--- config.mk ---
export PLATFORM = sky130hd
export DESIGN_NAME = sgd_dot_product
export DESIGN_NICKNAME = d
export VERILOG_FILES = /design/src/verilog/sgd_pkg.sv /design/src/verilog/sgd_dot_product.sv
export SDC_FILE = /design/constraint.sdc
export NUM_CORES = 2
export LEC_CHECK = 0
export ABC_AREA = 1
export BUFFER_PORTS_ARGS = -buffer_cell sky130_fd_sc_hd__buf_2
export CAP_MARGIN = 25
export CORE_ASPECT_RATIO = 0.7
export CORE_MARGIN = 3
export CORE_UTILIZATION = 60
export CTS_CLUSTER_DIAMETER = 100
export DETAILED_ROUTE_END_ITERATION = 6
export PLACE_DENSITY = 0.85
export SLEW_MARGIN = 20
export SYNTH_ARGS = -nofsm -noshare
export SYNTH_HDL_FRONTEND = slang
export SYNTH_SLANG_ARGS = --single-unit
export TNS_END_PERCENT = 100
--- constraint.sdc ---
create_clock -name clk -period 3.5 [get_ports clk]
set_clock_uncertainty 0.15 [all_clocks]
set_input_delay 0.875 -clock clk [delete_from_list [all_inputs] [get_ports clk]]
set_output_delay 0.875 -clock clk [all_outputs]
set_load 0.01 [all_outputs]
--- src/verilog/sgd_pkg.sv ---
/*
 * shared widths and typedefs for the fixed point sgd core
 * config, sample and per-stage pipeline structs
 * model and gradient vectors
 * write-back state encoding
 */

package sgd_pkg;

	// model size
	localparam int NUM_FEATURES  = 4;
	// default fraction bits of the weights
	localparam int FRAC_BITS_DEF = 8;

	// scalar widths
	typedef logic signed [15:0] feature_t;
	typedef logic signed [15:0] label_t;
	typedef logic signed [15:0] weight_t;
	typedef logic signed [31:0] dot_t;
	typedef logic signed [31:0] err_t;
	typedef logic signed [47:0] acc_t;
	typedef logic [1:0]         feat_idx_t;
	typedef logic [4:0]         shift_t;
	typedef logic [7:0]         count_t;

	// run config, latched on start
	typedef struct packed {
		count_t batch_size;
		count_t num_batches;
		shift_t step_shift;
	} sgd_cfg_t;

	typedef struct packed {
		feature_t [NUM_FEATURES-1:0] features;
		label_t                      label;
		logic                        last;
	} sample_t;

	// dot product stage output
	typedef struct packed {
		dot_t                        dot;
		feature_t [NUM_FEATURES-1:0] features;
		label_t                      label;
		logic                        last;
	} dot_item_t;

	// loss stage output, label no longer needed
	typedef struct packed {
		err_t                        err;
		feature_t [NUM_FEATURES-1:0] features;
		logic                        last;
	} err_item_t;

	typedef weight_t [NUM_FEATURES-1:0] model_t;
	typedef acc_t [NUM_FEATURES-1:0]    grad_vec_t;

	typedef enum logic [1:0] {
		WB_IDLE = 2'd0,
		WB_SEND = 2'd1,
		WB_DONE = 2'd2
	} wb_state_t;

endpackage

--- src/verilog/sgd_dot_product.sv ---
/*
 * input stage of the sgd core
 * batch sample counter, last tagging and the raw hazard stall
 * two stage multiply and sum against the current model
 */

`timescale 1ns/1ps

module sgd_dot_product (
	input  logic                clk,
	input  logic                rst_n,
	input  logic                start,
	input  sgd_pkg::count_t     cfg_batch_size,
	input  logic                sample_wr_en,
	input  sgd_pkg::sample_t    sample,
	input  sgd_pkg::model_t     model,
	input  logic                update_done,
	output logic                sample_full,
	output logic                dot_valid,
	output sgd_pkg::dot_item_t  dot_item
);
	import sgd_pkg::*;

	count_t                      sample_cnt;
	logic                        take;
	logic                        is_last;
	// product stage
	logic                        prod_valid;
	dot_t [NUM_FEATURES-1:0]     prod_q;
	feature_t [NUM_FEATURES-1:0] feat_q;
	label_t                      label_q;
	logic                        last_q;
	dot_t                        prod_sum;

	//////////////////////////////////////////////////
	// batch tracking and stall
	//////////////////////////////////////////////////
	assign take    = sample_wr_en && !sample_full;
	// batch end comes from the count, the source flag is replaced
	assign is_last = (sample_cnt == count_t'(cfg_batch_size - 8'd1));

	always_ff @(posedge clk or negedge rst_n) begin
		if (!rst_n) begin
			sample_cnt  <= '0;
			// closed until the first start
			sample_full <= 1'b1;
		end else if (start) begin
			sample_cnt  <= '0;
			sample_full <= 1'b0;
		end else begin
			if (take) begin
				sample_cnt <= is_last ? '0 : count_t'(sample_cnt + 8'd1);
			end
			// hold off the next batch until the model is rewritten
			if (take && is_last) begin
				sample_full <= 1'b1;
			end else if (update_done) begin
				sample_full <= 1'b0;
			end
		end
	end

	//////////////////////////////////////////////////
	// multiply, then sum
	//////////////////////////////////////////////////
	always_ff @(posedge clk or negedge rst_n) begin
		if (!rst_n) begin
			prod_valid <= 1'b0;
			dot_valid  <= 1'b0;
		end else begin
			prod_valid <= take;
			dot_valid  <= prod_valid;
		end
	end

	// payload regs
	always_ff @(posedge clk) begin
		for (int i = 0; i < NUM_FEATURES; i++) begin
			prod_q[i] <= $signed(sample.features[i]) * $signed(model[i]);
		end
		feat_q            <= sample.features;
		label_q           <= sample.label;
		last_q            <= is_last;
		dot_item.dot      <= prod_sum;
		dot_item.features <= feat_q;
		dot_item.label    <= label_q;
		dot_item.last     <= last_q;
	end

	// adder tree, wraps at 32 bits
	always_comb begin
		prod_sum = '0;
		for (int i = 0; i < NUM_FEATURES; i++) begin
			prod_sum = prod_sum + prod_q[i];
		end
	end

	// source honours the stall
	a_no_write_when_full: assert property (@(posedge clk) disable iff (!rst_n)
		!(sample_wr_en && sample_full));

endmodule

==> flow_summary.ini <==
[run_status]
run_status = complete, but fails checks
violations = DRC, setup timing

[setup_path]
cp_cell_sequence = buf_12, buf_12, nand2_1, inv_1, fa_1, fa_1, fa_1, fa_1, fa_1, inv_1, fa_1, inv_2, ha_4, nand2_4, nor2_2, nor2_4, buf_4, nand2_2, nand2_1, nand4_1, nand2_1
path_class = in2reg
worst_setup_path_start_kind = input port
cp_slowest_cell = fa_1
path_common_cell = fa_1
critical-path-max-stage-delay_ns = 0.63
required_ns = 3.87
cp_data_arrival_time_ns = 6.24
ff2ff_path_depth = 10
end_kind = register
cp_max_fo = 6

[floorplanning]
die_y_um = 256
start_util_pct = 61.3
coreArea_mm2 = 0.0872
fp-row-count = 90
fp.dieW_um = 363
io-pin-count = 273
dieArea_mm2 = 0.0927

[sta]
fmax_mhz = 170
fin_crit_sh_pct = 168
finalHoldViolCount = 0
tightest_slew_ns = 0.584
rsz0062_at_grt = true
slew_violations = 0
fin_ws_ns = -2.37
hold_ws_ns = 0.175
maxSlewHeadroom_pct = 60.9
fin_crit_ns = 5.87
finalSetupViolations = 110

[synth]
ys_seq_area_share_pct = 12.6
synth_cells = 6660
async_flop_share_pct = 3.30
netlist_top_cells_count = 1,932 x inv_1, 1,775 x nand2_1, 1,110 x fa_1, 361 x ha_1, 322 x dfxtp_1
synthesis.area_mm2 = 0.0534
syn_area_per_cell_um2 = 8.02
synth_top_area_cell = fa_1
synth_top_area_share_pct = 41.6
synth_cell_types = 36
ys_top_cells_by_area = fa_1 42%, inv_1 14%, nand2_1 12%
synth-edff-count = 0
synth-seq-cells = 333
yosys_warnings = 0
synth.net_count = 8289
synth_flop_cell = dfxtp_1
yosysMostFrequentCell = inv_1

[routing]
via_count = 51300
via_per_inst = 5.84
routed_wl_mm = 203
drt_iter0_markers = 6794
wl_per_cell_um = 23.1
dr.pass1.iters = 7
drcViolationCount = 57
ant_nets = 0

[cells_and_area]
regArea_mm2 = 0.00672
fillerInstances = 4457
multi_input_area_mm2 = 0.0446
drive_gt1_share_pct = 32.5
area_growth_pct = 34.5
final_net_count = 9229

[cts]
clock-sinks = 333
cts_inserted_buffers = 38
clk_pin_slew_ns = 0.07
cts_tree = built
cts_max_level = 2
cts_buffer_depth = 3
worst_skew_pair.late_latency_ns = 0.65
cts_root_buf = clkbuf_16

[global_routing]
first_global_vias = 53600
busiest_layer = met2
grt_antenna_before_repair = 7
met1_usage_pct = 49.9
met3_usage_pct = 11.0
met2_usage_pct = 63.3
globalRouteOverflowTotal = 0
grt_first_pass_wirelength_mm = 288
grt_use_total_pct = 39.5
grt_max_degree = 18

[place]
place.gp.congestion = 1.02
hpwl_mm = 130
port_buffers = 271

[min_path]
min_path_type = reg2reg
hold_depth = 0

[run]
drv_cap = 0
## sequential cells by signal, summed over array words and instances, names as in the netlist
name	flops
sample_cnt	8
last_q	1
dot_item	113
prod_valid	1
label_q	16
dot_valid	1
prod_q	128
feat_q	64
sample_full	1
## logic make-up after synthesis
logic type               count (synthesis)  share of synthesized area, %
AND/OR/NAND/NOR                       2337                          17.8
buffers and inverters                 2169                          15.2
adder cells (fa/ha/maj)               1471                          50.0
flip-flops                             333                          12.6
AO/OA/AOI/OAI                          232                          2.37
XOR/XNOR                               118                          1.93
## layer usage
| layer | vias up | part of all wire [%] |
|---|---|---|
| met5 | - | 0.043 |
| met4 | 12 | 8.3 |
| met1 | 24600 | 33 |
| li1 | 20800 | - |
| met2 | 4304 | 45 |
| met3 | 1541 | 14 |
## critical path: cells and delay by family
family | cells | cell delay, ns
AND/OR/NAND/NOR | 8 | 1.05
buffers and inverters | 6 | 0.67
adder cells (fa/ha/maj) | 7 | 3.61
## metrics by stage
| stage | TNS, ns | instance area [um^2] | cells | utilization (%) | setup slack [ns] |
|---|---|---|---|---|---|
| floorplan | -187.87 | 57600 | 6660 | - | -2.20 |
| global placement | -237.35 | 63000 | 8502 | 72.3 | -2.54 |
| detailed placement | -246.63 | 63000 | 8502 | 72.3 | -2.68 |
| CTS | -155.16 | 69800 | 8707 | 80.1 | -1.78 |
| global route | -194.07 | 71900 | 8781 | 82.5 | -2.44 |
| finish | -184.08 | 71900 | 8783 | 82.5 | -2.37 |
## what timing repair did
| action | 4_1_cts | 5_1_grt |
|---|---|---|
| hold buffers | 1 | 0 |
| cloned | 8 | 0 |
| pin swaps | 664 | 439 |
| endpoints found under the hold margin | 10 | 0 |
| setup buffers | 132 | 76 |
| gates resized for setup | 1215 | 425 |
| endpoints found under the setup margin | 108 | 113 |
## cells in the final DEF (no fill, tap or decap), types with 40 or more instances in the layout
cell     count
xor2_1      77
buf_4      624
buf_2      156
dfxtp_1    321
nand2_1   1436
buf_6      227
ha_1       228
nor2_1     106
a21oi_2     46
buf_12      76
ha_4       117
fa_2       102
nand4_1     62
nand2_2    202
nand3_1    102
nand3_2     46
a21oi_1     52
fa_1      1008
nor2_2      45
nor2_4     107
inv_1     1643
nand2_4    128
buf_8       40
inv_2      270
## layout make-up
class,instances,area share (%)
flip-flops and latches,333,9.35
inverters,1936,10.2
multi-input cells,4158,62.0
well taps,1150,2.00
clock buffers,47,1.44
diodes,3,0.0104
repair buffers,1133,14.5
clock inverters,23,0.527
## final timing paths
| kind | startpoint | to | slack (ns) |
|---|---|---|---|
| setup / recovery | sample[47] | prod_q[61]$_DFF_P_ | -2.37 |
| hold / removal | feat_q[23]$_DFF_P_ | dot_item[40]$_DFF_P_ | 0.18 |
| setup reg to reg | prod_q[53]$_DFF_P_ | dot_item[112]$_DFF_P_ | -0.12 |
| hold reg to reg | feat_q[23]$_DFF_P_ | dot_item[40]$_DFF_P_ | 0.18 |
| max in group asynchronous | rst_n | sample_full$_DFFE_PN1P_ | 2.44 |
| min in group asynchronous | rst_n | sample_cnt[7]$_DFFE_PN0P_ | 0.48 |
Power is not shown: default switching activity piles up to over one toggle a cycle in this logic, so the estimate is an artifact.
