## src/verilog/sgd_pkg.sv

```systemverilog
/*
 * shared widths and typedefs for the fixed point sgd core
 * config, sample and per-stage pipeline structs
 * model and gradient vectors
 * write-back state encoding
 */

package sgd_pkg;

	// model size
	localparam int NUM_FEATURES  = 4;
	// default fraction bits of the weights
	localparam int FRAC_BITS_DEF = 8;

	// scalar widths
	typedef logic signed [15:0] feature_t;
	typedef logic signed [15:0] label_t;
	typedef logic signed [15:0] weight_t;
	typedef logic signed [31:0] dot_t;
	typedef logic signed [31:0] err_t;
	typedef logic signed [47:0] acc_t;
	typedef logic [1:0]         feat_idx_t;
	typedef logic [4:0]         shift_t;
	typedef logic [7:0]         count_t;

	// run config, latched on start
	typedef struct packed {
		count_t batch_size;
		count_t num_batches;
		shift_t step_shift;
	} sgd_cfg_t;

	typedef struct packed {
		feature_t [NUM_FEATURES-1:0] features;
		label_t                      label;
		logic                        last;
	} sample_t;

	// dot product stage output
	typedef struct packed {
		dot_t                        dot;
		feature_t [NUM_FEATURES-1:0] features;
		label_t                      label;
		logic                        last;
	} dot_item_t;

	// loss stage output, label no longer needed
	typedef struct packed {
		err_t                        err;
		feature_t [NUM_FEATURES-1:0] features;
		logic                        last;
	} err_item_t;

	typedef weight_t [NUM_FEATURES-1:0] model_t;
	typedef acc_t [NUM_FEATURES-1:0]    grad_vec_t;

	typedef enum logic [1:0] {
		WB_IDLE = 2'd0,
		WB_SEND = 2'd1,
		WB_DONE = 2'd2
	} wb_state_t;

endpackage

```

## src/verilog/sgd_writeback.sv

```systemverilog
/*
 * write-back stage of the sgd core
 * streams the final weights one index per cycle
 * waits while the sink reports almost full
 */

`timescale 1ns/1ps

module sgd_writeback (
	input  logic                clk,
	input  logic                rst_n,
	input  logic                start,
	input  logic                run_done,
	input  sgd_pkg::model_t     model,
	input  logic                x_out_almost_full,
	output logic                x_out_valid,
	output sgd_pkg::feat_idx_t  x_out_index,
	output sgd_pkg::weight_t    x_out_data,
	output logic                done
);
	import sgd_pkg::*;

	localparam feat_idx_t LAST_IDX = feat_idx_t'(NUM_FEATURES - 1);

	wb_state_t state_q;
	feat_idx_t idx_q;

	always_ff @(posedge clk or negedge rst_n) begin
		if (!rst_n) begin
			state_q <= WB_IDLE;
			idx_q   <= '0;
		end else if (start) begin
			state_q <= WB_IDLE;
			idx_q   <= '0;
		end else begin
			case (state_q)
				WB_IDLE: begin
					if (run_done) begin
						state_q <= WB_SEND;
					end
				end
				WB_SEND: begin
					// sink full, hold index
					if (!x_out_almost_full) begin
						idx_q <= (idx_q == LAST_IDX) ? '0 : feat_idx_t'(idx_q + 2'd1);
						if (idx_q == LAST_IDX) begin
							state_q <= WB_DONE;
						end
					end
				end
				// parked until the next start
				default: state_q <= WB_DONE;
			endcase
		end
	end

	assign x_out_valid = (state_q == WB_SEND) && !x_out_almost_full;
	assign x_out_index = idx_q;
	assign x_out_data  = model[idx_q];
	assign done        = (state_q == WB_DONE);

	// one end of run per start
	a_run_done_when_idle: assert property (@(posedge clk) disable iff (!rst_n)
		run_done |-> (state_q == WB_IDLE));

endmodule

```

## config.mk

```make
export PLATFORM = sky130hd
export DESIGN_NAME = sgd_writeback
export DESIGN_NICKNAME = d
export VERILOG_FILES = /design/src/verilog/sgd_pkg.sv /design/src/verilog/sgd_writeback.sv
export SDC_FILE = /design/constraint.sdc
export NUM_CORES = 1
export LEC_CHECK = 0
export BUFFER_PORTS_ARGS = -buffer_cell sky130_fd_sc_hd__buf_2
export CORE_ASPECT_RATIO = 1.25
export CORE_MARGIN = 4
export CORE_UTILIZATION = 32
export DETAILED_ROUTE_END_ITERATION = 10
export PLACE_DENSITY = 0.94
export SLEW_MARGIN = 5
export SYNTH_ARGS = -nofsm -noshare
export SYNTH_HDL_FRONTEND = slang
export SYNTH_SLANG_ARGS = --single-unit
```

## constraint.sdc

```tcl
create_clock -name clk -period 3.5 [get_ports clk]
set_clock_uncertainty 0.05 [all_clocks]
set_input_delay 0.525 -clock clk [delete_from_list [all_inputs] [get_ports clk]]
set_output_delay 0.525 -clock clk [all_outputs]
set_load 0.01 [all_outputs]
```

==> results of run 1 <==
[placed cells by master (no fill, tap or decap)]
master	netlist	final
a21oi_1	1	1
buf_2	2	88
clkbuf_4	0	3
dfrtp_1	4	4
ha_1	1	1
inv_1	1	1
mux2_2	1	1
mux2i_1	1	1
mux4_1	8	8
mux4_2	8	8
nand2b_1	2	2
nand3b_1	1	1
nor2_1	2	2
nor2b_1	1	1
nor3_1	1	1
nor3b_2	1	1
o211a_1	1	1
[worst register-to-register path: stages (launching register included)]
cell,delay (ns)
dfrtp_1,0.92
ha_1,0.30
nor3_1,0.05
mux2_2,0.30
[layer usage]
layer	global-route usage (%)	up-vias	share of wire, %
li1	-	350	-
met3	4.037	0	20
met4	2.308	0	0
met5	0	-	0
met2	32.51	60	57
met1	10.60	365	23
[power by group through the flow]
stage	clock network [mW]	registers [mW]	logic, mW
2_1_floorplan	0	0.0511	0.0605
3_3_place_gp	0	0.0579	0.103
3_5_place_dp	0	0.0585	0.106
4_1_cts	0.0575	0.0579	0.106
5_1_grt	0.0586	0.0590	0.115
6_report	0.0549	0.0574	0.105
[cell type report]
type / instances / share of cell area [%]
Sequential cell: 4 / 9.259
Inverter: 1 / 0.3472
Tap cell: 19 / 2.199
Multi-Input combinational cell: 29 / 45.37
Clock buffer: 3 / 2.083
Timing Repair Buffer: 88 / 40.74
[state kept, by name, summed over array words and instances (netlist names)]
register     cells
x_out_index      2
state_q          2
[logic make-up (layout without fill, tap and decap cells)]
logic type	count (synthesis)	after routing	synth area share [%]
simple gates	8	8	8.071
buf+inv	5	92	7.086
mux	18	18	64.76
fa+ha+maj	1	1	1.968
flops	4	4	15.75
compound gates	2	2	2.362
[how the worst min path moves through the flow]
stage | startpoint | to
global placement | rst_n | state_q[0]
CTS | rst_n | x_out_index[1]
finish | rst_n | state_q[0]
floorplan | rst_n | state_q[0]
global route | rst_n | state_q[1]
detailed placement | rst_n | x_out_index[1]
==> reports/metrics.yaml, run 1 <==
power:
  leakagePower_nw: 0.5746
  sw_frac_of_total_pct: 27.65
  ir_drop_mv: 0.1096
  seq_power_share_pct: 26.5
  pwr-share-clk_pct: 25.3
  internal_power_mw: 0.1569
  power_density_nw_per_um2: 200.6
  pwr-share-comb_pct: 48.2
  p_sw_mw: 0.05995
  p_total_mw: 0.2168
placed_design:
  dp_hpwl_um: 2013
  numPortBuffers: 88
  place_congestion: 0.6590
  dpl_worst_slack_ns: 1.151
  dpl_cell_area_sq_um: 1059
  placed_cells: 141
final_layout:
  fin_cells: 144
  finish.utilization_pct: 59.10
  multiInputGateArea_sq_um: 490.5
  final_area_sq_um: 1081
  final_nets: 197
  fillCellCount: 172
  final-seq-area_sq_um: 100.1
  final_layout_size_suffix_gt1_share_pct: 80.80
  area_growth_pct: 70.08
  n_antenna_cell: 0
drt:
  antenna_left: 0
  routed_wl_um: 2231
  wl_per_cell_um: 15.49
  via_per_inst: 5.382
  drc: 0
  drt_iter0_markers: 6
  drt_pre_antenna_iters: 4
  num_vias: 775
critical_path:
  arrival_ns: 1.97
  r2r_end: "x_out_index[0]"
  endpoint_kind: "primary output"
  path_delay_family: "flip-flops"
  cpPeakStageDelay_ns: 0.92
  crit_start: "x_out_index[0]"
  cp.depth: 2
  path_cells: "mux4_1 > buf_2"
  cpMaxStageDelayCell: "dfrtp_1"
  cp_max_fo: 20
  timing.rr.start: "x_out_index[0]"
  crit_type: "reg2out"
  critPathRequiredTime_ns: 2.92
  critical_path_buf_inv_count: 1
  r2r_slack_ns: 1.76
  reg2regPathDepth: 3
  startpoint_type: "flip-flop"
  crit_path_end: "x_out_data[9]"
cts:
  clk_path_buf_depth: 2
  htreeDepth: 1
  clk_pin_slew_ns: 0.04
  post_cts_resized: 0
  cts_buffers: 3
  cts_hold_buffers: 0
  cts_setup_buffers: 0
  cts_root_buf: "clkbuf_4"
  tritoncts: "done"
  cts.sinks: 4
  insertion_delay_ns: 0.23
yosys:
  ys_warn_count: 0
  synth-async-reset-ratio_pct: 100.0
  synthTopCellsByArea: "mux4_1 33%, mux4_2 28%, dfrtp_1 16%, buf_12 3.1%, ha_1 2.0%"
  synth_cell_types: 18
  synth-edff-count: 0
  synth_top_flop_cell: "dfrtp_1"
  synthCells: 38
  synth_nets: 108
  synth_top_area_share_pct: 33.07
  synth.avg_cell_area_sq_um: 16.73
  netlist_area_sq_um: 635.6
  ys_ff_latch: 4
  ys_seq_area_share_pct: 15.75
  synthTopCellsByCount: "8 x mux4_1, 8 x mux4_2, 4 x dfrtp_1"
  synth_top_cell_by_area: "mux4_1"
sta:
  whs_ns: 0.04390
  period_minus_slack_ns: 2.540
  tightest_slew_ns: 0.8952
  drv_slew: 0
  max_slew_margin_pct: 40.32
  setup_viol: 0
  setup_ws_ns: 0.9600
  rsz0062_at_grt: "no"
  hold_viol_final: 0
  fin_setup_tns_ns: 0
  fmax_ghz: 0.3937
  period_share_pct: 72.57
floorplan:
  start_util_pct: 34.75
  die_y_um: 57.83
  rows: 17
  die-width_um: 47.86
  coreArea_sq_um: 1829
  io_pins: 89
  dieArea_sq_um: 2768
hold_path:
  hold_path.class: "in2async"
grt:
  antenna_found_initial: 0
  track_usage_pct: 14.69
  overflow: 0
  grt_pass1_wl_um: 3015
  grt_pass1_vias: 815
  grt_max_degree: 21
run_status:
  outcome: "completed"
flow_run:
  maxCapViolCount: 0
Power figures use the tool's default switching activity.
==> inputs of run 2 (changes only) <==
--- a/config.mk
+++ b/config.mk
@@ -8,9 +8,9 @@
 export BUFFER_PORTS_ARGS = -buffer_cell sky130_fd_sc_hd__buf_2
 export CORE_ASPECT_RATIO = 1.25
 export CORE_MARGIN = 4
-export CORE_UTILIZATION = 32
+export CORE_UTILIZATION = 30
 export DETAILED_ROUTE_END_ITERATION = 10
-export PLACE_DENSITY = 0.94
+export PLACE_DENSITY = 0.9
 export SLEW_MARGIN = 5
 export SYNTH_ARGS = -nofsm -noshare
 export SYNTH_HDL_FRONTEND = slang
==> constraint.sdc (replaced) <==
create_clock -name clk -period 2.65 [get_ports clk]
set_clock_uncertainty 0.05 [all_clocks]
set_input_delay 0.3975 -clock clk [delete_from_list [all_inputs] [get_ports clk]]
set_output_delay 0.3975 -clock clk [all_outputs]
set_load 0.01 [all_outputs]
==> run 2 against run 1 <==
Effect of this change:
- register-to-register slack lost 0.65 ns
- clock power grew 45%
- setup slack lost 0.42 ns
- sequential share of layout area shrank 0.26 points
- global-route usage grew 2.6 points
- final area grew 2.9%
- via count grew 0.13%
- first-iteration DRC count grew to 2.7 times the previous value
- sequential cell count is the same
- hold slack gained 0.30 ns
==> reports/metrics.yaml, run 2 (synthesized netlist as in run 1, its figures left out) <==
sta:
  max_slew_margin_pct: 56.49  # was 40.32%
  period_minus_slack_ns: 2.109
  period_share_pct: 79.57
  tightest_slew_ns: 0.6527  # was 0.8952 ns
  fmax_ghz: 0.4743
  whs_ns: 0.3414  # was 0.04390 ns
  fin_setup_tns_ns: 0  # unchanged
  drv_slew: 0  # unchanged
  setup_viol: 0  # unchanged
  rsz0062_at_grt: "no"  # unchanged
  hold_viol_final: 0  # unchanged
final_layout:
  layout_commonest_cell: "buf_2"  # unchanged
  n_antenna_cell: 0  # unchanged
  final_cell_mix: "88 x buf_2, 8 x mux4_2, 8 x mux4_1"  # unchanged
  finish.utilization_pct: 55.49  # was 59.10%
  final_nets: 199  # was 197
  final_layout_size_suffix_gt1_share_pct: 80.31  # was 80.80%
  area_growth_pct: 75.00  # was 70.08%
power:
  leakagePower_nw: 0.5872  # was 0.5746 nW
  power_density_nw_per_um2: 271.8  # was 200.6 nW/um^2
  p_total_mw: 0.3024  # was 0.2168 mW
  pwr-share-clk_pct: 26.4  # was 25.3%
  p_sw_mw: 0.08941  # was 0.05995 mW
  pwr-share-comb_pct: 50.6  # was 48.2%
  seq_power_share_pct: 23.0  # was 26.5%
  sw_frac_of_total_pct: 29.57  # was 27.65%
  ir_drop_mv: 0.2416  # was 0.1096 mV
  internal_power_mw: 0.2129  # was 0.1569 mW
drt:
  num_vias: 776  # was 775
  drc: 0  # unchanged
  drt_pre_antenna_iters: 4  # unchanged
  wl_per_cell_um: 15.80  # was 15.49 um
  via_per_inst: 5.279  # was 5.382
  drt_iter0_markers: 16  # was 6
  routed_wl_um: 2323  # was 2231 um
  antenna_left: 0  # unchanged
grt:
  grt_pass1_wl_um: 3905  # was 3015 um
  grt_pass1_vias: 880  # was 815
  antenna_found_initial: 0  # unchanged
  grt_max_degree: 20  # was 21
  overflow: 0  # unchanged
  track_usage_pct: 17.26  # was 14.69%
placed_design:
  place_congestion: 0.6789  # was 0.6590
  numPortBuffers: 88  # unchanged
floorplan:
  die_y_um: 59.46  # was 57.83 um
  coreArea_sq_um: 2004  # was 1829 sq um
  die-width_um: 49.17  # was 47.86 um
  dieArea_sq_um: 2924  # was 2768 sq um
  rows: 18  # was 17
  io_pins: 89  # unchanged
  start_util_pct: 31.71  # was 34.75%
cts:
  cts_root_buf: "clkbuf_4"  # unchanged
  cts_setup_buffers: 0  # unchanged
  cts.sinks: 4  # unchanged
  htreeDepth: 1  # unchanged
  clk_path_buf_depth: 2  # unchanged
  tritoncts: "done"  # unchanged
  clk_pin_slew_ns: 0.04  # about the same
  insertion_delay_ns: 0.24  # was 0.23 ns
  cts_buffers: 3  # unchanged
critical_path:
  cp_max_fo: 15  # was 20
  crit_type: "reg2out"  # unchanged
  arrival_ns: 1.66  # was 1.97 ns
  critPathRequiredTime_ns: 2.20  # was 2.92 ns
  startpoint_type: "flip-flop"  # unchanged
  endpoint_kind: "primary output"  # unchanged
flow_run:
  maxCapViolCount: 0  # unchanged
hold_path:
  hold_path.class: "in2reg"  # was in2async
run_status:
  outcome: "completed"  # unchanged
-- run 2: final timing paths --
check	cells after the start	from	end	slack (ns)
worst max register to register	3	x_out_index[1]	x_out_index[0]	1.11
worst min-delay path	2	start	state_q[1]	0.34
max in group asynchronous	2	rst_n	x_out_index[0]	1.96
worst max-delay path	3	x_out_index[0]	x_out_data[9]	0.54
worst min register to register	2	state_q[1]	state_q[1]	0.53
min in group asynchronous	2	rst_n	x_out_index[1]	0.47
-- run 2: timing repair --
item | CTS | global route
endpoints found under the hold margin | 4 | 0
gates resized for setup | 0 | 0
hold buffers | 1 | 0
-- run 2: layout make-up --
type | instances | area (sq um)
sequential | 4 | 100.1
inverter | 1 | 3.754
multi-input combinational | 29 | 490.5
tap | 20 | 25.02
timing repair buffer | 90 | 470.5
clock buffer | 3 | 22.52
fill | 173 | 892.1
-- run 2: power groups by stage --
stage	registers [mW]	clock network (mW)	logic, mW
6_report	0.0696	0.0798	0.153
5_1_grt	0.0704	0.0807	0.167
4_1_cts	0.0697	0.0794	0.155
3_5_place_dp	0.0705	0	0.154
3_3_place_gp	0.0698	0	0.149
2_1_floorplan	0.0675	0	0.0800
-- run 2: worst max-delay path, cell delays in order, from the launching register on --
cell,delay (ns)
dfrtp_1,0.48
buf_12,0.21
mux4_1,0.57
buf_2,0.16
-- run 2: stage by stage --
stage          std cells  instance area (sq um)  worst slack [ns]
3_5_place_dp         143                   1080            0.7774
6_report             147                   1112            0.5415
3_3_place_gp         143                   1080            0.8568
5_1_grt              147                   1112            0.4868
4_1_cts              147                   1112            0.5261
2_1_floorplan         38                  635.6            0.9647
-- run 2: routing by layer --
metal	part of all wire [%]	global-route usage, %	wire [um]
met1	32	15.73	735
met2	53	34.48	1227
met3	15	7.053	348
met4	0.47	4.878	11
met5	0	0	0
==> inputs of run 3 (changes only) <==
--- a/config.mk
+++ b/config.mk
@@ -5,12 +5,13 @@
 export SDC_FILE = /design/constraint.sdc
 export NUM_CORES = 1
 export LEC_CHECK = 0
+export ABC_AREA = 1
 export BUFFER_PORTS_ARGS = -buffer_cell sky130_fd_sc_hd__buf_2
 export CORE_ASPECT_RATIO = 1.25
 export CORE_MARGIN = 4
-export CORE_UTILIZATION = 30
+export CORE_UTILIZATION = 35
 export DETAILED_ROUTE_END_ITERATION = 10
-export PLACE_DENSITY = 0.9
+export PLACE_DENSITY = 0.89
 export SLEW_MARGIN = 5
 export SYNTH_ARGS = -nofsm -noshare
 export SYNTH_HDL_FRONTEND = slang
==> constraint.sdc (replaced) <==
create_clock -name clk -period 2.2 [get_ports clk]
set_clock_uncertainty 0.05 [all_clocks]
set_input_delay 0.33 -clock clk [delete_from_list [all_inputs] [get_ports clk]]
set_output_delay 0.33 -clock clk [all_outputs]
set_load 0.01 [all_outputs]
==> run 3 against run 2 <==
Effect of this change:
- synthesized area up 40%
- sequential share of layout area is 1.6 points lower
- first-iteration DRC count decreased by 50%
- largest cell class unchanged
- clock-buffer cell count is 1 higher
- combinational power grew 97%
- setup slack got worse by 0.021 ns
- highest routed layer unchanged
- register-to-register slack lost 0.19 ns
- critical path type unchanged
==> reports/metrics.yaml, run 3 <==
grt:
  grt_max_degree: 37  # was 20
  antenna_found_initial: 0  # unchanged
  track_usage_pct: 14.36  # was 17.26%
  grt_pass1_wl_um: 3939  # was 3905 um
  overflow: 0  # unchanged
  grt_pass1_vias: 1024  # was 880
yosys:
  synth_top_cell_by_area: "nand2_1"  # was mux4_1
  synth_nets: 252  # was 108
  ys_seq_area_share_pct: 11.24  # was 15.75%
  synthTopCellsByArea: "nand2_1 30%, inv_1 16%, nor2_1 14%, o211ai_1 13%, dfrtp_1 11%"  # was mux4_1 33%, mux4_2 28%, dfrtp_1 16%, buf_12 3.1%, ha_1 2.0%
  synthCells: 182  # was 38
  synth_cell_types: 12  # was 18
  synth-async-reset-ratio_pct: 100.0  # unchanged
  synthTopCellsByCount: "71 x nand2_1, 38 x inv_1, 34 x nor2_1"  # was 8 x mux4_1, 8 x mux4_2, 4 x dfrtp_1
  netlist_area_sq_um: 890.9  # was 635.6 sq um
  yosysMostFrequentCell: "nand2_1"
  synth.avg_cell_area_sq_um: 4.895  # was 16.73 sq um
  ys_ff_latch: 4  # unchanged
  synth-edff-count: 0  # unchanged
  synth_top_flop_cell: "dfrtp_1"  # unchanged
  ys_warn_count: 0  # unchanged
  synth_top_area_share_pct: 29.92  # was 33.07%
sta:
  period_share_pct: 76.34
  setup_viol: 0  # unchanged
  fmax_ghz: 0.5954
  tightest_slew_ns: 0.3083  # was 0.6527 ns
  max_slew_margin_pct: 79.44  # was 56.49%
  fin_setup_tns_ns: 0  # unchanged
  period_minus_slack_ns: 1.679
  hold_viol_final: 0  # unchanged
  rsz0062_at_grt: "no"  # unchanged
  drv_slew: 0  # unchanged
  setup_ws_ns: 0.5205  # was 0.5415 ns
cts:
  post_cts_resized: 0  # unchanged
  cts.sinks: 4  # unchanged
  cts_setup_buffers: 0  # unchanged
  tritoncts: "done"  # unchanged
  insertion_delay_ns: 0.24  # about the same
  htreeDepth: 1  # unchanged
  cts_buffers: 3  # unchanged
  cts_hold_buffers: 1  # unchanged
  cts_root_buf: "clkbuf_4"  # unchanged
  clk_path_buf_depth: 2  # unchanged
  clk_pin_slew_ns: 0.04  # about the same
power:
  pwr-share-clk_pct: 20.6  # was 26.4%
  sw_frac_of_total_pct: 41.14  # was 29.57%
  seq_power_share_pct: 18.0  # was 23.0%
  p_total_mw: 0.4903  # was 0.3024 mW
  power_density_nw_per_um2: 359.8  # was 271.8 nW/um^2
  internal_power_mw: 0.2886  # was 0.2129 mW
  ir_drop_mv: 0.4313  # was 0.2416 mV
  pwr-share-comb_pct: 61.4  # was 50.6%
  p_sw_mw: 0.2017  # was 0.08941 mW
  leakagePower_nw: 0.8626  # was 0.5872 nW
floorplan:
  dieArea_sq_um: 3422  # was 2924 sq um
  start_util_pct: 36.70  # was 31.71%
  die_y_um: 64.41  # was 59.46 um
  die-width_um: 53.13  # was 49.17 um
  io_pins: 89  # unchanged
  coreArea_sq_um: 2427  # was 2004 sq um
  rows: 20  # was 18
hold_path:
  hold_path.class: "in2reg"  # unchanged
drt:
  drt_pre_antenna_iters: 2  # was 4
  routed_wl_um: 2727  # was 2323 um
  num_vias: 1288  # was 776
  antenna_left: 0  # unchanged
  wl_per_cell_um: 9.030  # was 15.80 um
  via_per_inst: 4.265  # was 5.279
  drt_iter0_markers: 8  # was 16
  drc: 0  # unchanged
final_layout:
  layout_commonest_cell: "buf_2"  # unchanged
  final_nets: 340  # was 199
  final_cell_mix: "88 x buf_2, 71 x nand2_1, 38 x inv_1"  # was 88 x buf_2, 8 x mux4_2, 8 x mux4_1
  n_antenna_cell: 0  # unchanged
  fin_cells: 302  # was 147
  area_growth_pct: 52.95  # was 75.00%
  final_layout_size_suffix_gt1_share_pct: 35.69  # was 80.31%
placed_design:
  place_congestion: 0.8029  # was 0.6789
  dp_hpwl_um: 2236
  placed_cells: 297  # was 143
  dpl_worst_slack_ns: 0.7552  # was 0.7774 ns
  numPortBuffers: 88  # unchanged
critical_path:
  startpoint_type: "flip-flop"  # unchanged
  critPathRequiredTime_ns: 1.82  # was 2.20 ns
  arrival_ns: 1.30  # was 1.66 ns
  cpPeakStageDelay_ns: 0.35  # was 0.57 ns
  path_cells: "buf_4 > nor2_1 > nor2_1 > nand2_1 > nand2_1 > buf_2"  # was buf_12 > mux4_1 > buf_2
  cp_max_fo: 36  # was 15
  crit_type: "reg2out"  # unchanged
  cpMaxStageDelayCell: "dfrtp_2"  # was mux4_1
  r2r_slack_ns: 0.92  # was 1.11 ns
  endpoint_kind: "primary output"  # unchanged
run_status:
  outcome: "completed"  # unchanged
flow_run:
  maxCapViolCount: 0  # unchanged
run 3: changes by cell type after synthesis, moves of 2 or more:
cell	delta
buf_6	+3
o211ai_1	+16
buf_2	+3
mux4_2	-8
nand3_1	+4
mux4_1	-8
nor2_1	+32
inv_1	+37
nand2_1	+71
nand4_1	+3
nand2b_1	-2
run 3: routing by layer:
metal / share of wire [%] / track usage (%) / vias up
li1: - / - / 719
met1: 38 / 15.31 / 520
met2: 50 / 27.80 / 47
met3: 11 / 2.797 / 2
met4: 0.51 / 2.875 / 0
met5: 0 / 0 / -
run 3: power by group through the flow:
stage	clock network (mW)	logic [mW]	registers, mW
floorplan	0	0.189	0.0898
global placement	0	0.296	0.0886
detailed placement	0	0.301	0.0895
CTS	0.105	0.304	0.0885
global route	0.110	0.338	0.0898
finish	0.101	0.301	0.0884
run 3: final timing paths:
check	endpoint	start	depth (start not counted)
max in group asynchronous	x_out_index[0]	rst_n	2
min in group asynchronous	state_q[0]	rst_n	2
worst min-delay path	state_q[1]	start	2
worst min register to register	state_q[0]	state_q[1]	3
worst max register to register	state_q[1]	x_out_index[0]	6
worst max-delay path	x_out_data[4]	x_out_index[0]	6
run 3: layout make-up:
type	instances	area (sq um)
Sequential cell	4	101.3
Timing Repair Buffer	93	480.5
Clock buffer	4	26.28
Inverter	38	142.6
Tap cell	33	41.29
Multi-Input combinational cell	130	570.5
Fill cell	264	1065
run 3: cell families after synthesis:
family                     count (synthesis)  synth area share (%)
and+or+nand+nor                          112                 48.60
AOI/OAI and AO/OA                         17                 14.04
DFF                                        4                 11.24
adders and majority gates                  1                 1.404
buffers and inverters                     48                 24.72
run 3: critical path: cells and delay by family, from the launching register on:
kind / cells / cell delay (ns)
buffers and inverters: 2 / 0.42
flip-flops: 1 / 0.35
AND/OR/NAND/NOR: 4 / 0.29
run 3: stage by stage:
stage / area, sq um / hold WS, ns / utilization (%)
after global routing: 1363 / 0.2102 / 56.13
final: 1363 / 0.2091 / 56.13
after floorplan: 890.9 / -0.01559 / -
after global placement: 1326 / 0.08819 / 54.64
after CTS: 1363 / 0.1996 / 56.13
after detailed placement: 1326 / 0.09078 / 54.64
