<file path="config.mk">
export PLATFORM = sky130hd
export DESIGN_NAME = sgd_model_update
export DESIGN_NICKNAME = d
export VERILOG_FILES = /design/src/verilog/sgd_pkg.sv /design/src/verilog/sgd_model_update.sv
export SDC_FILE = /design/constraint.sdc
export NUM_CORES = 1
export LEC_CHECK = 0
export ABC_AREA = 1
export ABC_CLOCK_PERIOD_IN_PS = 5400
export BUFFER_PORTS_ARGS = -buffer_cell sky130_fd_sc_hd__buf_2
export CORE_ASPECT_RATIO = 0.75
export CORE_MARGIN = 4
export CORE_UTILIZATION = 53
export CTS_CLUSTER_DIAMETER = 80
export CTS_CLUSTER_SIZE = 14
export DETAILED_ROUTE_END_ITERATION = 16
export GPL_ROUTABILITY_DRIVEN = 0
export GPL_TIMING_DRIVEN = 0
export PLACE_DENSITY = 0.84
export RECOVER_POWER = 100
export SLEW_MARGIN = 30
export SYNTH_ARGS = -nofsm -noshare
export SYNTH_HDL_FRONTEND = slang
export SYNTH_SLANG_ARGS = --single-unit
</file>
<file path="constraint.sdc">
create_clock -name clk -period 5.4 [get_ports clk]
set_input_delay 0.27 -clock clk [delete_from_list [all_inputs] [get_ports clk]]
set_output_delay 0.27 -clock clk [all_outputs]
set_load 0.05 [all_outputs]
</file>
<file path="src/verilog/sgd_pkg.sv">
/*
 * shared widths and typedefs for the fixed point sgd core
 * config, sample and per-stage pipeline structs
 * model and gradient vectors
 * write-back state encoding
 */

package sgd_pkg;

	// model size
	localparam int NUM_FEATURES  = 4;
	// default fraction bits of the weights
	localparam int FRAC_BITS_DEF = 8;

	// scalar widths
	typedef logic signed [15:0] feature_t;
	typedef logic signed [15:0] label_t;
	typedef logic signed [15:0] weight_t;
	typedef logic signed [31:0] dot_t;
	typedef logic signed [31:0] err_t;
	typedef logic signed [47:0] acc_t;
	typedef logic [1:0]         feat_idx_t;
	typedef logic [4:0]         shift_t;
	typedef logic [7:0]         count_t;

	// run config, latched on start
	typedef struct packed {
		count_t batch_size;
		count_t num_batches;
		shift_t step_shift;
	} sgd_cfg_t;

	typedef struct packed {
		feature_t [NUM_FEATURES-1:0] features;
		label_t                      label;
		logic                        last;
	} sample_t;

	// dot product stage output
	typedef struct packed {
		dot_t                        dot;
		feature_t [NUM_FEATURES-1:0] features;
		label_t                      label;
		logic                        last;
	} dot_item_t;

	// loss stage output, label no longer needed
	typedef struct packed {
		err_t                        err;
		feature_t [NUM_FEATURES-1:0] features;
		logic                        last;
	} err_item_t;

	typedef weight_t [NUM_FEATURES-1:0] model_t;
	typedef acc_t [NUM_FEATURES-1:0]    grad_vec_t;

	typedef enum logic [1:0] {
		WB_IDLE = 2'd0,
		WB_SEND = 2'd1,
		WB_DONE = 2'd2
	} wb_state_t;

endpackage

</file>
<file path="src/verilog/sgd_model_update.sv">
/*
 * model stage of the sgd core
 * weight registers and batch update
 * batch counter, stall release and end of run pulse
 */

`timescale 1ns/1ps

module sgd_model_update #(
	parameter int FRAC_BITS = sgd_pkg::FRAC_BITS_DEF
) (
	input  logic                clk,
	input  logic                rst_n,
	input  logic                start,
	input  sgd_pkg::count_t     cfg_num_batches,
	input  logic                grad_valid,
	input  sgd_pkg::grad_vec_t  grad,
	output sgd_pkg::model_t     model,
	output logic                update_done,
	output logic                run_done
);
	import sgd_pkg::*;

	count_t    batch_cnt;
	logic      is_final;
	grad_vec_t grad_sh;
	model_t    next_model;

	//////////////////////////////////////////////////
	// update arithmetic
	//////////////////////////////////////////////////
	always_comb begin
		for (int i = 0; i < NUM_FEATURES; i++) begin
			// back to the weight fraction point
			grad_sh[i]    = $signed(grad[i]) >>> FRAC_BITS;
			// low 16 bits only, wraps like the weight
			next_model[i] = model[i] - weight_t'(grad_sh[i][15:0]);
		end
	end

	assign is_final = (batch_cnt == count_t'(cfg_num_batches - 8'd1));

	//////////////////////////////////////////////////
	// weights and batch count
	//////////////////////////////////////////////////
	always_ff @(posedge clk or negedge rst_n) begin
		if (!rst_n) begin
			model       <= '0;
			batch_cnt   <= '0;
			update_done <= 1'b0;
			run_done    <= 1'b0;
		end else if (start) begin
			// every run begins from a zero model
			model       <= '0;
			batch_cnt   <= '0;
			update_done <= 1'b0;
			run_done    <= 1'b0;
		end else begin
			update_done <= grad_valid && !is_final;
			run_done    <= grad_valid && is_final;
			if (grad_valid) begin
				model     <= next_model;
				batch_cnt <= is_final ? '0 : count_t'(batch_cnt + 8'd1);
			end
		end
	end

endmodule

</file>
==> results of run 1 <==
## area by class of cell
| class | instances | area (um^2) | area share [%] |
|---|---|---|---|
| clock inverter | 4 | 50.0 | 0.679 |
| tap | 162 | 203 | 2.75 |
| timing repair buffer | 143 | 649 | 8.81 |
| multi-input combinational | 707 | 3810 | 51.7 |
| buffer | 13 | 56.3 | 0.764 |
| inverter | 132 | 495 | 6.72 |
| sequential | 74 | 1850 | 25.1 |
| clock buffer | 12 | 256 | 3.48 |
## routing by layer
metal | GRT usage, % | share of wire [%]
met1 | 34.9 | 46
met4 | 10.0 | 3.2
met2 | 41.1 | 42
met3 | 5.12 | 8.8
met5 | 0 | 0
## flip-flops by register name (all words and copies together) (netlist names)
register / count
model: 64
batch_cnt: 8
run_done: 1
update_done: 1
## cells by family after synthesis
logic type,count (synthesis),share of synthesized area (%)
xor+xnor,16,2.24
flops,74,29.6
fa+ha+maj,66,13.7
buf+inv,145,8.87
simple gates,438,28.8
compound gates,187,16.7
## metrics by stage
step | worst slack (ns) | hold slack [ns] | cells | instance area [um^2]
floorplan | 3.37 | -0.0256 | 926 | 6250
global placement | 3.43 | 0.488 | 1229 | 7160
detailed placement | 3.38 | 0.194 | 1230 | 7180
CTS | 3.37 | 0.233 | 1247 | 7500
global route | 2.64 | 0.243 | 1247 | 7370
finish | 3.10 | 0.240 | 1247 | 7370
## Yosys cell counts, drive strengths merged, types with 7 or more instances
cell	n	area, um^2
xnor2	10	87.6
inv	132	495
a21oi	84	424
ha	62	776
o21bai	7	52.6
buf	8	40.0
a21o	14	105
nand3b	8	60.1
nor2	74	295
nand3	59	295
o21ai	71	382
dfrtp	74	1850
nand2	284	1080
nand4	8	50.1
## what timing repair did
| item | 4_1_cts | 5_1_grt |
|---|---|---|
| setup endpoints to repair | 0 | 0 |
| hold buffers | 1 | 0 |
| endpoints found under the hold margin | 35 | 0 |
## power breakdown
group          total, mW  internal [mW]  leakage, nW  switching (mW)
Sequential         0.856          0.707        0.959           0.150
Combinational       1.98          0.556         3.03            1.42
Clock              0.627          0.383        0.145           0.244
## how the worst max path moves through the flow
stage / slack (ns) / start / end / cells after the start
6_report: 3.10 / rst_n / batch_cnt[7]$_DFFE_PN0P_ / 2
5_1_grt: 2.64 / rst_n / batch_cnt[7]$_DFFE_PN0P_ / 2
4_1_cts: 3.37 / model[16]$_DFFE_PN0P_ / model[26]$_DFFE_PN0P_ / 12
3_5_place_dp: 3.38 / model[16]$_DFFE_PN0P_ / model[26]$_DFFE_PN0P_ / 12
3_3_place_gp: 3.43 / model[48]$_DFFE_PN0P_ / model[58]$_DFFE_PN0P_ / 12
2_1_floorplan: 3.37 / model[48]$_DFFE_PN0P_ / model[58]$_DFFE_PN0P_ / 12
==> summary.txt, run 1 <==
Run status
  – Run status: finished, violations left
  – Failing checks: capacitance limit, slew limit

Clocking
  – Post-CTS sizing: 0
  – CTS H-tree depth: 3
  – # clock sinks: 74
  – Post CTS Setup Buffer Count: 0
  – Skew-Pair Late Insertion Delay: approximately 0.34 ns
  – CTS clk-pin slew, worst paths: roughly 0.060 ns
  – Clock Tree Root: clkbuf_16
  – Clock Path Buffers: 2
  – Num CTS Buffers: 9
  – CTS tree: done

Setup path
  – Cell family contributing the most delay on the critical path: buffers and inverters
  – Max FO, Critical Path: 36
  – Startpoint types: input port
  – Slowest cell on the critical path: clkbuf_1
  – CP peak stage delay: about 1.5 ns
  – Reg2reg path depth: 12
  – R2R Path End: model[42]$_DFFE_PN0P_
  – Crit path required time: 5.42 ns
  – Worst Path Arrival: around 2.3 ns
  – Crit path kind: input port to async pin
  – Critical Path, Cell by Cell: dlygate4sd3_1, clkbuf_1
  – Worst setup EP type: async pin
  – Flop-to-flop setup slack: between 3 and 4 ns
  – CP bufs+invs: 2
  – R2R Path Start: model[32]$_DFFE_PN0P_

Timing
  – TNS Setup: 0 ns
  – Final Hold Vio Count: 0
  – Clock skew: around 0.007 ns
  – Relative slew slack: -39.8%
  – Final slew viol count: 36
  – Fmax: 0.435 GHz
  – Tcrit/Tclk final: 42.6%
  – Endpoints failing setup: 0
  – RSZ-0062 raised after global routing: no
  – Crit path time final: 2.30 ns
  – Worst slew pin tran: about 2.1 ns

Layout
  – Nets: ~1400
  – Fin util: 63.7%
  – Area growth, synth to finish: 17.9%
  – Layout cell share with drive strength beyond 1: a little under a tenth
  – Antenna fix cells: 0
  – Filler Cell Count: between 1000 and 1500
  – Commonest non-fill, non-tap cell in the layout: nand2_1
  – Most frequent cells in the layout: nand2_1 (283), inv_1 (130), a21oi_1 (84), buf_2 (78), clkbuf_1 (77)

Drt
  – Vias: 6605
  – TritonRoute pass-1 iters: 5
  – Final WL: between 15000 and 20000 um
  – Residual DRC count: 0
  – Avg Vias per Cell: around 5.3
  – 1st-iter DRT viols: between 400 and 500
  – DR WL/cell: approximately 14 um
  – Final ANT Viol Nets: 0

Synthesis
  – Cell count after synthesis: roughly 930
  – Post-synthesis async set-or-reset flop share: 100%
  – Mean post-synth cell area: 6.75 um^2
  – Synth Warn #: 0
  – Post-synth top flop: dfrtp_1
  – Synthesized netlist net count: 1196
  – Register bit total from synthesis: 74
  – Cell Area, Synth: about 6200 um^2
  – Netlist cell types: 30
  – Post-synth EDFFs: 0
  – Seq/Total Area, Yosys: 29.6%

Floorplan
  – Die X: 133 um
  – Die height: a little over 100 um
  – Die ar.: between 10000 and 15000 um^2
  – Num rows: 34
  – Core area: around 12000 um^2
  – # IOs: 270
  – Starting Density: between 50% and 60%

Global routing
  – First-pass GRT wire length: ~28000 um
  – Initial antenna violation count: 0
  – Largest net degree at the start of global routing: 40
  – Vias in the first global route: around 6000
  – Gr usage total: around a quarter
  – Total congestion overflow: 0

Job
  – MaxCap Viol Count: 1

Power
  – VDD IR max: between 0.0002 and 0.0003 V
  – Leakage: approximately 4.1 nW
  – Total power: 3.46 mW
  – Power density cells: 469 nW/um^2

Hold path
  – Min-Delay Endpoint: model[48]$_DFFE_PN0P_
  – Hold crit path type: input port to flip-flop
  – Hold Crit Start: grad[152]
  – Hold Path Stages: 3

Placement
  – Port Buffers: 141
  – DP Wirelength: between 10000 and 15000 um
(Power assumes the default switching activity.)
==> run 2, diff against run 1 <==
ABC_CLOCK_PERIOD_IN_PS = 2000   (was 5400)
CORE_UTILIZATION = 44   (was 53)
PLACE_DENSITY = 0.74   (was 0.84)
clock period = 2 ns   (was 5.4 ns; I/O delays follow)
==> summary.txt, run 2 (synthesis results as in run 1) <==
Drt
  – Vias: 6397 (-3.1%)
  – Final ANT Viol Nets: 0 (unchanged)
  – DR WL/cell: 14.0 um (-1.7%)
  – Avg Vias per Cell: 5.06 (-4.4%)
  – Final WL: 17600 um (-0.39%)
  – DR top layer: met4
  – TritonRoute pass-1 iters: 4 (-1)
  – Routed met1 length: 8750 um (+8.5%)
  – Met3 wire length: 1150 um (-26%)
  – Residual DRC count: 0 (unchanged)
  – Met2 wire length: 7520 um (+0.25%)
  – 1st-iter DRT viols: 274 (-43%)

Power
  – Net Sw Frac: 51.0% (-1.5 points)
  – VDD IR max: 0.000615 V (+120%)
  – Internal Pwr Total: 4.73 mW (+190%)
  – Clock network power share: 19.5% (+1.4 points)
  – Leakage: 4.19 nW (+1.4%)
  – Power density cells: 1270 nW/um^2 (+170%)
  – Gate power share: 56.6% (-0.5 points)
  – Sequential fraction of design power: 23.9% (-0.8 points)
  – Net Sw Power: 4.91 mW (+170%)

Placement
  – Worst slack, placed: -0.0545 ns (-3.43 ns)
  – DP Wirelength: 14000 um (+1.9%)
  – Port Buffers: 141 (unchanged)
  – Placed inst area: 7200 um^2 (+0.28%)

Setup path
  – Crit path required time: 2.22 ns (-3.20 ns)
  – Crit path kind: flip-flop to flip-flop
  – Worst Path Arrival: 2.15 ns (-0.17 ns)
  – CP bufs+invs: 2 (unchanged)
  – Startpoint types: flip-flop
  – CP startpoint: model[16]$_DFFE_PN0P_
  – CP peak stage delay: 0.41 ns (-1.08 ns)
  – R2R Path Start: model[16]$_DFFE_PN0P_
  – Slowest cell on the critical path: dfrtp_2
  – Max FO, Critical Path: 5 (-86%)
  – Critical Path, Cell by Cell: inv_2, ha_2, inv_2, fa_2, nand3_2, nand2_4, nand2_2, nand2_2, a21o_1, nor2_1, o21ai_1
  – Worst setup EP type: flip-flop
  – Cell family contributing the most delay on the critical path: adder cells

Timing
  – Clock skew: 0.00712 ns (+0.000301 ns)
  – Endpoints failing setup: 0 (unchanged)
  – Min Hold Slack: 0.0775 ns (-0.163 ns)
  – Crit path time final: a little under 2 ns
  – TNS Setup: 0 ns (unchanged)
  – Tcrit/Tclk final: between 90 and 100%
  – Final slew viol count: 0 (-100%)
  – Min setup slack post-route: 0.0746 ns (-3.03 ns)
  – Final Hold Vio Count: 0 (unchanged)
  – RSZ-0062 raised after global routing: yes
  – Worst slew pin tran: 0.924 ns (-1.17 ns)
  – Fmax: around 0.52 GHz
  – Relative slew slack: 38.4% (+78 points)

Floorplan
  – Die X: 146 um (+9.2%)
  – Die height: 111 um (+9.0%)
  – # IOs: 270 (unchanged)
  – Core area: 13800 um^2 (+19%)
  – Die ar.: 16200 um^2 (+19%)
  – Starting Density: 45.3% (-8.7 points)
  – Num rows: 37 (+8.8%)

Layout
  – Design Area, Final: 7570 um^2 (+2.7%)
  – Layout cell share with drive strength beyond 1: 13.8% (+4.4 points)
  – Antenna fix cells: 0 (unchanged)
  – Commonest non-fill, non-tap cell in the layout: nand2_1
  – Fin util: 54.9% (-8.8 points)
  – Largest registers: model x64, batch_cnt x8
  – Area growth, synth to finish: 21.1%
  – Most flop-heavy register: model
  – Most frequent cells in the layout: nand2_1 (272), inv_1 (127), buf_2 (82), a21oi_1 (81)
  – Nets: 1354 (+0.30%)
  – Max FFs per register: 64 (unchanged)

Clocking
  – Skew-Pair Late Insertion Delay: 0.33 ns (about the same)
  – Num CTS Buffers: 9 (unchanged)
  – Clock Path Buffers: 2 (unchanged)
  – CTS H-tree depth: 3 (unchanged)
  – # clock sinks: 74 (unchanged)
  – Clock Tree Root: clkbuf_16
  – CTS tree: done
  – CTS clk-pin slew, worst paths: 0.06 ns (about the same)

Global routing
  – Total congestion overflow: 0 (unchanged)
  – Initial antenna violation count: 0 (unchanged)
  – Gr usage total: 21.8% (-4.0 points)
  – Vias in the first global route: 6082 (+1.9%)
  – First-pass GRT wire length: 29200 um (+4.1%)
  – Largest net degree at the start of global routing: 41 (+2.5%)

Hold path
  – Hold crit path type: input port to flip-flop
  – Hold Crit Start: grad[104]

Run status
  – Run status: complete, no violations

Job
  – MaxCap Viol Count: 0 (-1)
run 2: cell type report:
type / instances / area, um^2
clock inverter: 5 / 103
inverter: 132 / 495
sequential: 74 / 1860
buffer: 13 / 57.6
tap: 175 / 219
multi-input combinational: 707 / 3930
clock buffer: 10 / 239
fill: 1362 / 6230
timing repair buffer: 147 / 672
run 2: power by group through the flow:
stage,Sequential [mW],Combinational [mW],Clock [mW]
2_1_floorplan,3.61,2.79,0
3_3_place_gp,2.29,5.34,0
3_5_place_dp,2.31,5.41,0
4_1_cts,2.29,5.44,1.92
5_1_grt,2.37,6.06,1.99
6_report,2.30,5.46,1.88
run 2: worst paths after layout:
kind,to,slack (ns),depth (start not counted)
min,model[32]$_DFFE_PN0P_,0.08,3
max in group asynchronous,model[32]$_DFFE_PN0P_,0.34,3
min in group asynchronous,model[11]$_DFFE_PN0P_,0.44,2
max reg2reg,model[26]$_DFFE_PN0P_,0.07,11
max,model[26]$_DFFE_PN0P_,0.07,11
min reg2reg,model[13]$_DFFE_PN0P_,0.51,2
run 2: per-layer routing:
metal	GRT usage [%]	vias up
li1	-	3332
met1	31.3	2859
met2	33.9	191
met3	4.54	15
met4	4.74	0
met5	0	-
run 2: repair_timing:
action                     4_1_cts  5_1_grt
setup endpoints to repair        6       12
hold buffers                     1        0
pin swaps                        0       11
gates cloned                     0        0
hold endpoints to repair        34        0
gates resized for setup          5       29
buffers inserted                 0        4
run 2: through the flow:
stage / power, mW / instances
final: 9.65 / 1263
after global routing: 10.4 / 1263
after CTS: 9.66 / 1259
after detailed placement: 7.72 / 1243
after global placement: 7.63 / 1242
after floorplan: 6.40 / 926
run 2: tightest hold or removal path: cells and delay by family:
| family | cells | cell delay (ns) |
|---|---|---|
| buffers and inverters | 1 | 0.08 |
| AOI/OAI and AO/OA | 1 | 0.06 |
| adders and majority gates | 1 | 0.12 |
==> run 3, diff against run 2 <==
ABC_CLOCK_PERIOD_IN_PS = 1790   (was 2000)
CORE_UTILIZATION = 49   (was 44)
PLACE_DENSITY = 0.78   (was 0.74)
clock period = 1.79 ns   (was 2 ns; I/O delays follow)
==> summary.txt, run 3 (synthesis results as in run 1) <==
Run status
  – Run status: finished, violations left
  – Failing checks: setup timing

Layout
  – Nets: 1371 (+1.3%)
  – Most frequent cells in the layout: nand2_1 (258), inv_1 (122), buf_2 (81), clkbuf_1 (75), a21oi_1 (66)
  – Max FFs per register: 64 (unchanged)
  – Layout Cells excl Fill: 1272 (+0.71%)
  – Largest registers: model x64, batch_cnt x8
  – Commonest non-fill, non-tap cell in the layout: nand2_1
  – Layout cell share with drive strength beyond 1: 21.6% (+7.8 points)
  – Antenna fix cells: 0 (unchanged)
  – Most flop-heavy register: model
  – Area growth, synth to finish: 28.2%

Drt
  – DR top layer: met4
  – TritonRoute pass-1 iters: 5 (+1)
  – Final WL: 19100 um (+8.6%)
  – Met2 wire length: 8360 um (+11%)
  – DR WL/cell: 15.0 um (+7.8%)
  – Avg Vias per Cell: 5.30 (+4.6%)
  – Met3 wire length: 1760 um (+53%)
  – Vias: 6736 (+5.3%)
  – 1st-iter DRT viols: 432 (+58%)
  – Final ANT Viol Nets: 0 (unchanged)
  – Routed met1 length: 8460 um (-3.3%)
  – Residual DRC count: 0 (unchanged)

Setup path
  – Worst Path Arrival: 2.08 ns (-0.07 ns)
  – R2R Path End: model[58]$_DFFE_PN0P_
  – Reg2reg path depth: 12 (+1)
  – Flop-to-flop setup slack: -0.03 ns (-0.10 ns)
  – Crit path kind: flip-flop to flip-flop
  – R2R Path Start: model[48]$_DFFE_PN0P_
  – Crit path required time: 2.05 ns (-0.17 ns)
  – Worst setup EP type: flip-flop
  – Max FO, Critical Path: 3 (-2)
  – Startpoint types: flip-flop

Power
  – Power density cells: 1390 nW/um^2 (+9.0%)
  – Sequential fraction of design power: 23.7% (-0.2 points)
  – Gate power share: 61.2% (+4.6 points)
  – Leakage: 4.26 nW (+1.7%)
  – Clock network power share: 15.0% (-4.5 points)
  – Total power: 11.1 mW (+15%)
  – Net Sw Frac: 52.8% (+1.8 points)
  – Net Sw Power: 5.88 mW (+20%)
  – VDD IR max: 0.000807 V (+31%)
  – Internal Pwr Total: 5.26 mW (+11%)

Timing
  – Clock skew: 0.00438 ns (-0.00274 ns)
  – Worst slew pin tran: 0.854 ns (-0.0700 ns)
  – Endpoints failing setup: 4 (+4)
  – Final Hold Vio Count: 0 (unchanged)
  – Tcrit/Tclk final: 102% (+5.3 points)
  – RSZ-0062 raised after global routing: yes
  – TNS Setup: -0.0602 ns (-0.0602 ns)
  – Min Hold Slack: 0.0765 ns (-0.00102 ns)
  – Relative slew slack: 43.1% (+4.7 points)
  – Min setup slack post-route: -0.0288 ns (-0.103 ns)
  – Fmax: 0.550 GHz (+5.9%)
  – Crit path time final: 1.82 ns (-0.107 ns)
  – Final slew viol count: 0 (unchanged)

Placement
  – Total placed cells including tap cells: 1234 (-0.72%)
  – Port Buffers: 141 (unchanged)
  – DP Wirelength: 14000 um (-0.27%)
  – Worst slack, placed: -0.129 ns (-0.0748 ns)

Floorplan
  – Num rows: 35 (-5.4%)
  – Die ar.: 14600 um^2 (-9.6%)
  – # IOs: 270 (unchanged)
  – Die height: 106 um (-4.9%)
  – Core area: 12400 um^2 (-10%)
  – Die X: 138 um (-5.0%)
  – Starting Density: 50.4% (+5.1 points)

Clocking
  – Num CTS Buffers: 9 (unchanged)
  – Skew-Pair Late Insertion Delay: 0.34 ns (about the same)
  – CTS H-tree depth: 3 (unchanged)
  – Clock Path Buffers: 2 (unchanged)
  – CTS clk-pin slew, worst paths: 0.06 ns (about the same)
  – # clock sinks: 74 (unchanged)
  – CTS tree: done
  – Clock Tree Root: clkbuf_16

Global routing
  – Initial antenna violation count: 0 (unchanged)
  – Gr usage total: 24.5% (+2.8 points)
  – Total congestion overflow: 0 (unchanged)
  – Vias in the first global route: 6140 (+0.95%)
  – Largest net degree at the start of global routing: 44 (+7.3%)
  – First-pass GRT wire length: 29300 um (+0.55%)

Hold path
  – Hold Path Stages: 3 (unchanged)
  – Hold Crit Start: grad[104]
  – Min-Delay Endpoint: model[32]$_DFFE_PN0P_
  – Hold crit path type: input port to flip-flop

Job
  – MaxCap Viol Count: 0 (unchanged)
[run 3: area by class of cell]
| cell class | count | area, um^2 |
|---|---|---|
| Fill cell | 1123 | 4380 |
| Multi-Input combinational cell | 707 | 4310 |
| Sequential cell | 74 | 1870 |
| Timing Repair Buffer | 164 | 803 |
| Inverter | 132 | 498 |
| Clock buffer | 13 | 250 |
| Tap cell | 166 | 208 |
| Buffer | 13 | 56.3 |
| Clock inverter | 3 | 15.0 |
[run 3: worst max path at each step]
| stage | start | to | slack (ns) | depth (start not counted) |
|---|---|---|---|---|
| 2_1_floorplan | model[16]$_DFFE_PN0P_ | model[26]$_DFFE_PN0P_ | -0.05 | 12 |
| 3_3_place_gp | model[32]$_DFFE_PN0P_ | model[42]$_DFFE_PN0P_ | -0.08 | 12 |
| 3_5_place_dp | model[16]$_DFFE_PN0P_ | model[26]$_DFFE_PN0P_ | -0.13 | 12 |
| 4_1_cts | model[16]$_DFFE_PN0P_ | model[26]$_DFFE_PN0P_ | -0.06 | 12 |
| 5_1_grt | model[32]$_DFFE_PN0P_ | model[42]$_DFFE_PN0P_ | -0.10 | 12 |
| 6_report | model[48]$_DFFE_PN0P_ | model[58]$_DFFE_PN0P_ | -0.03 | 12 |
[run 3: power groups by stage]
stage	registers (mW)	clock network (mW)	logic [mW]
2_1_floorplan	4.05	0	3.16
3_3_place_gp	2.59	0	5.99
3_5_place_dp	2.61	0	6.10
4_1_cts	2.58	1.70	6.30
5_1_grt	2.70	1.77	7.46
6_report	2.64	1.67	6.82
[run 3: timing repair]
item / in CTS / in global routing
pin swaps: 10 / 18
endpoints found under the hold margin: 31 / 0
resized for setup: 24 / 89
buffers inserted: 12 / 9
hold buffers: 1 / 0
endpoints found under the setup margin: 12 / 36
[run 3: critical path, cell delays in order, from the launching register on]
cell     delay [ns]
dfrtp_2        0.40
inv_2          0.07
ha_4           0.14
inv_4          0.04
fa_2           0.37
nand3_2        0.08
nand2_2        0.07
nand2_2        0.10
nand2_4        0.06
a21o_1         0.18
nand2_1        0.06
nand2_1        0.04
o21ai_1        0.13
[run 3: per-stage QoR]
| step | area (um^2) | utilization [%] |
|---|---|---|
| 5_1_grt | 8010 | 64.7 |
| 4_1_cts | 7700 | 62.2 |
| 3_3_place_gp | 7240 | 58.4 |
| 6_report | 8010 | 64.7 |
| 3_5_place_dp | 7270 | 58.6 |
| 2_1_floorplan | 6320 | - |
[run 3: layer usage]
layer | track usage [%] | vias up
li1 | - | 3372
met1 | 34.6 | 3014
met2 | 37.5 | 315
met3 | 5.22 | 35
met4 | 8.25 | 0
met5 | 0 | -
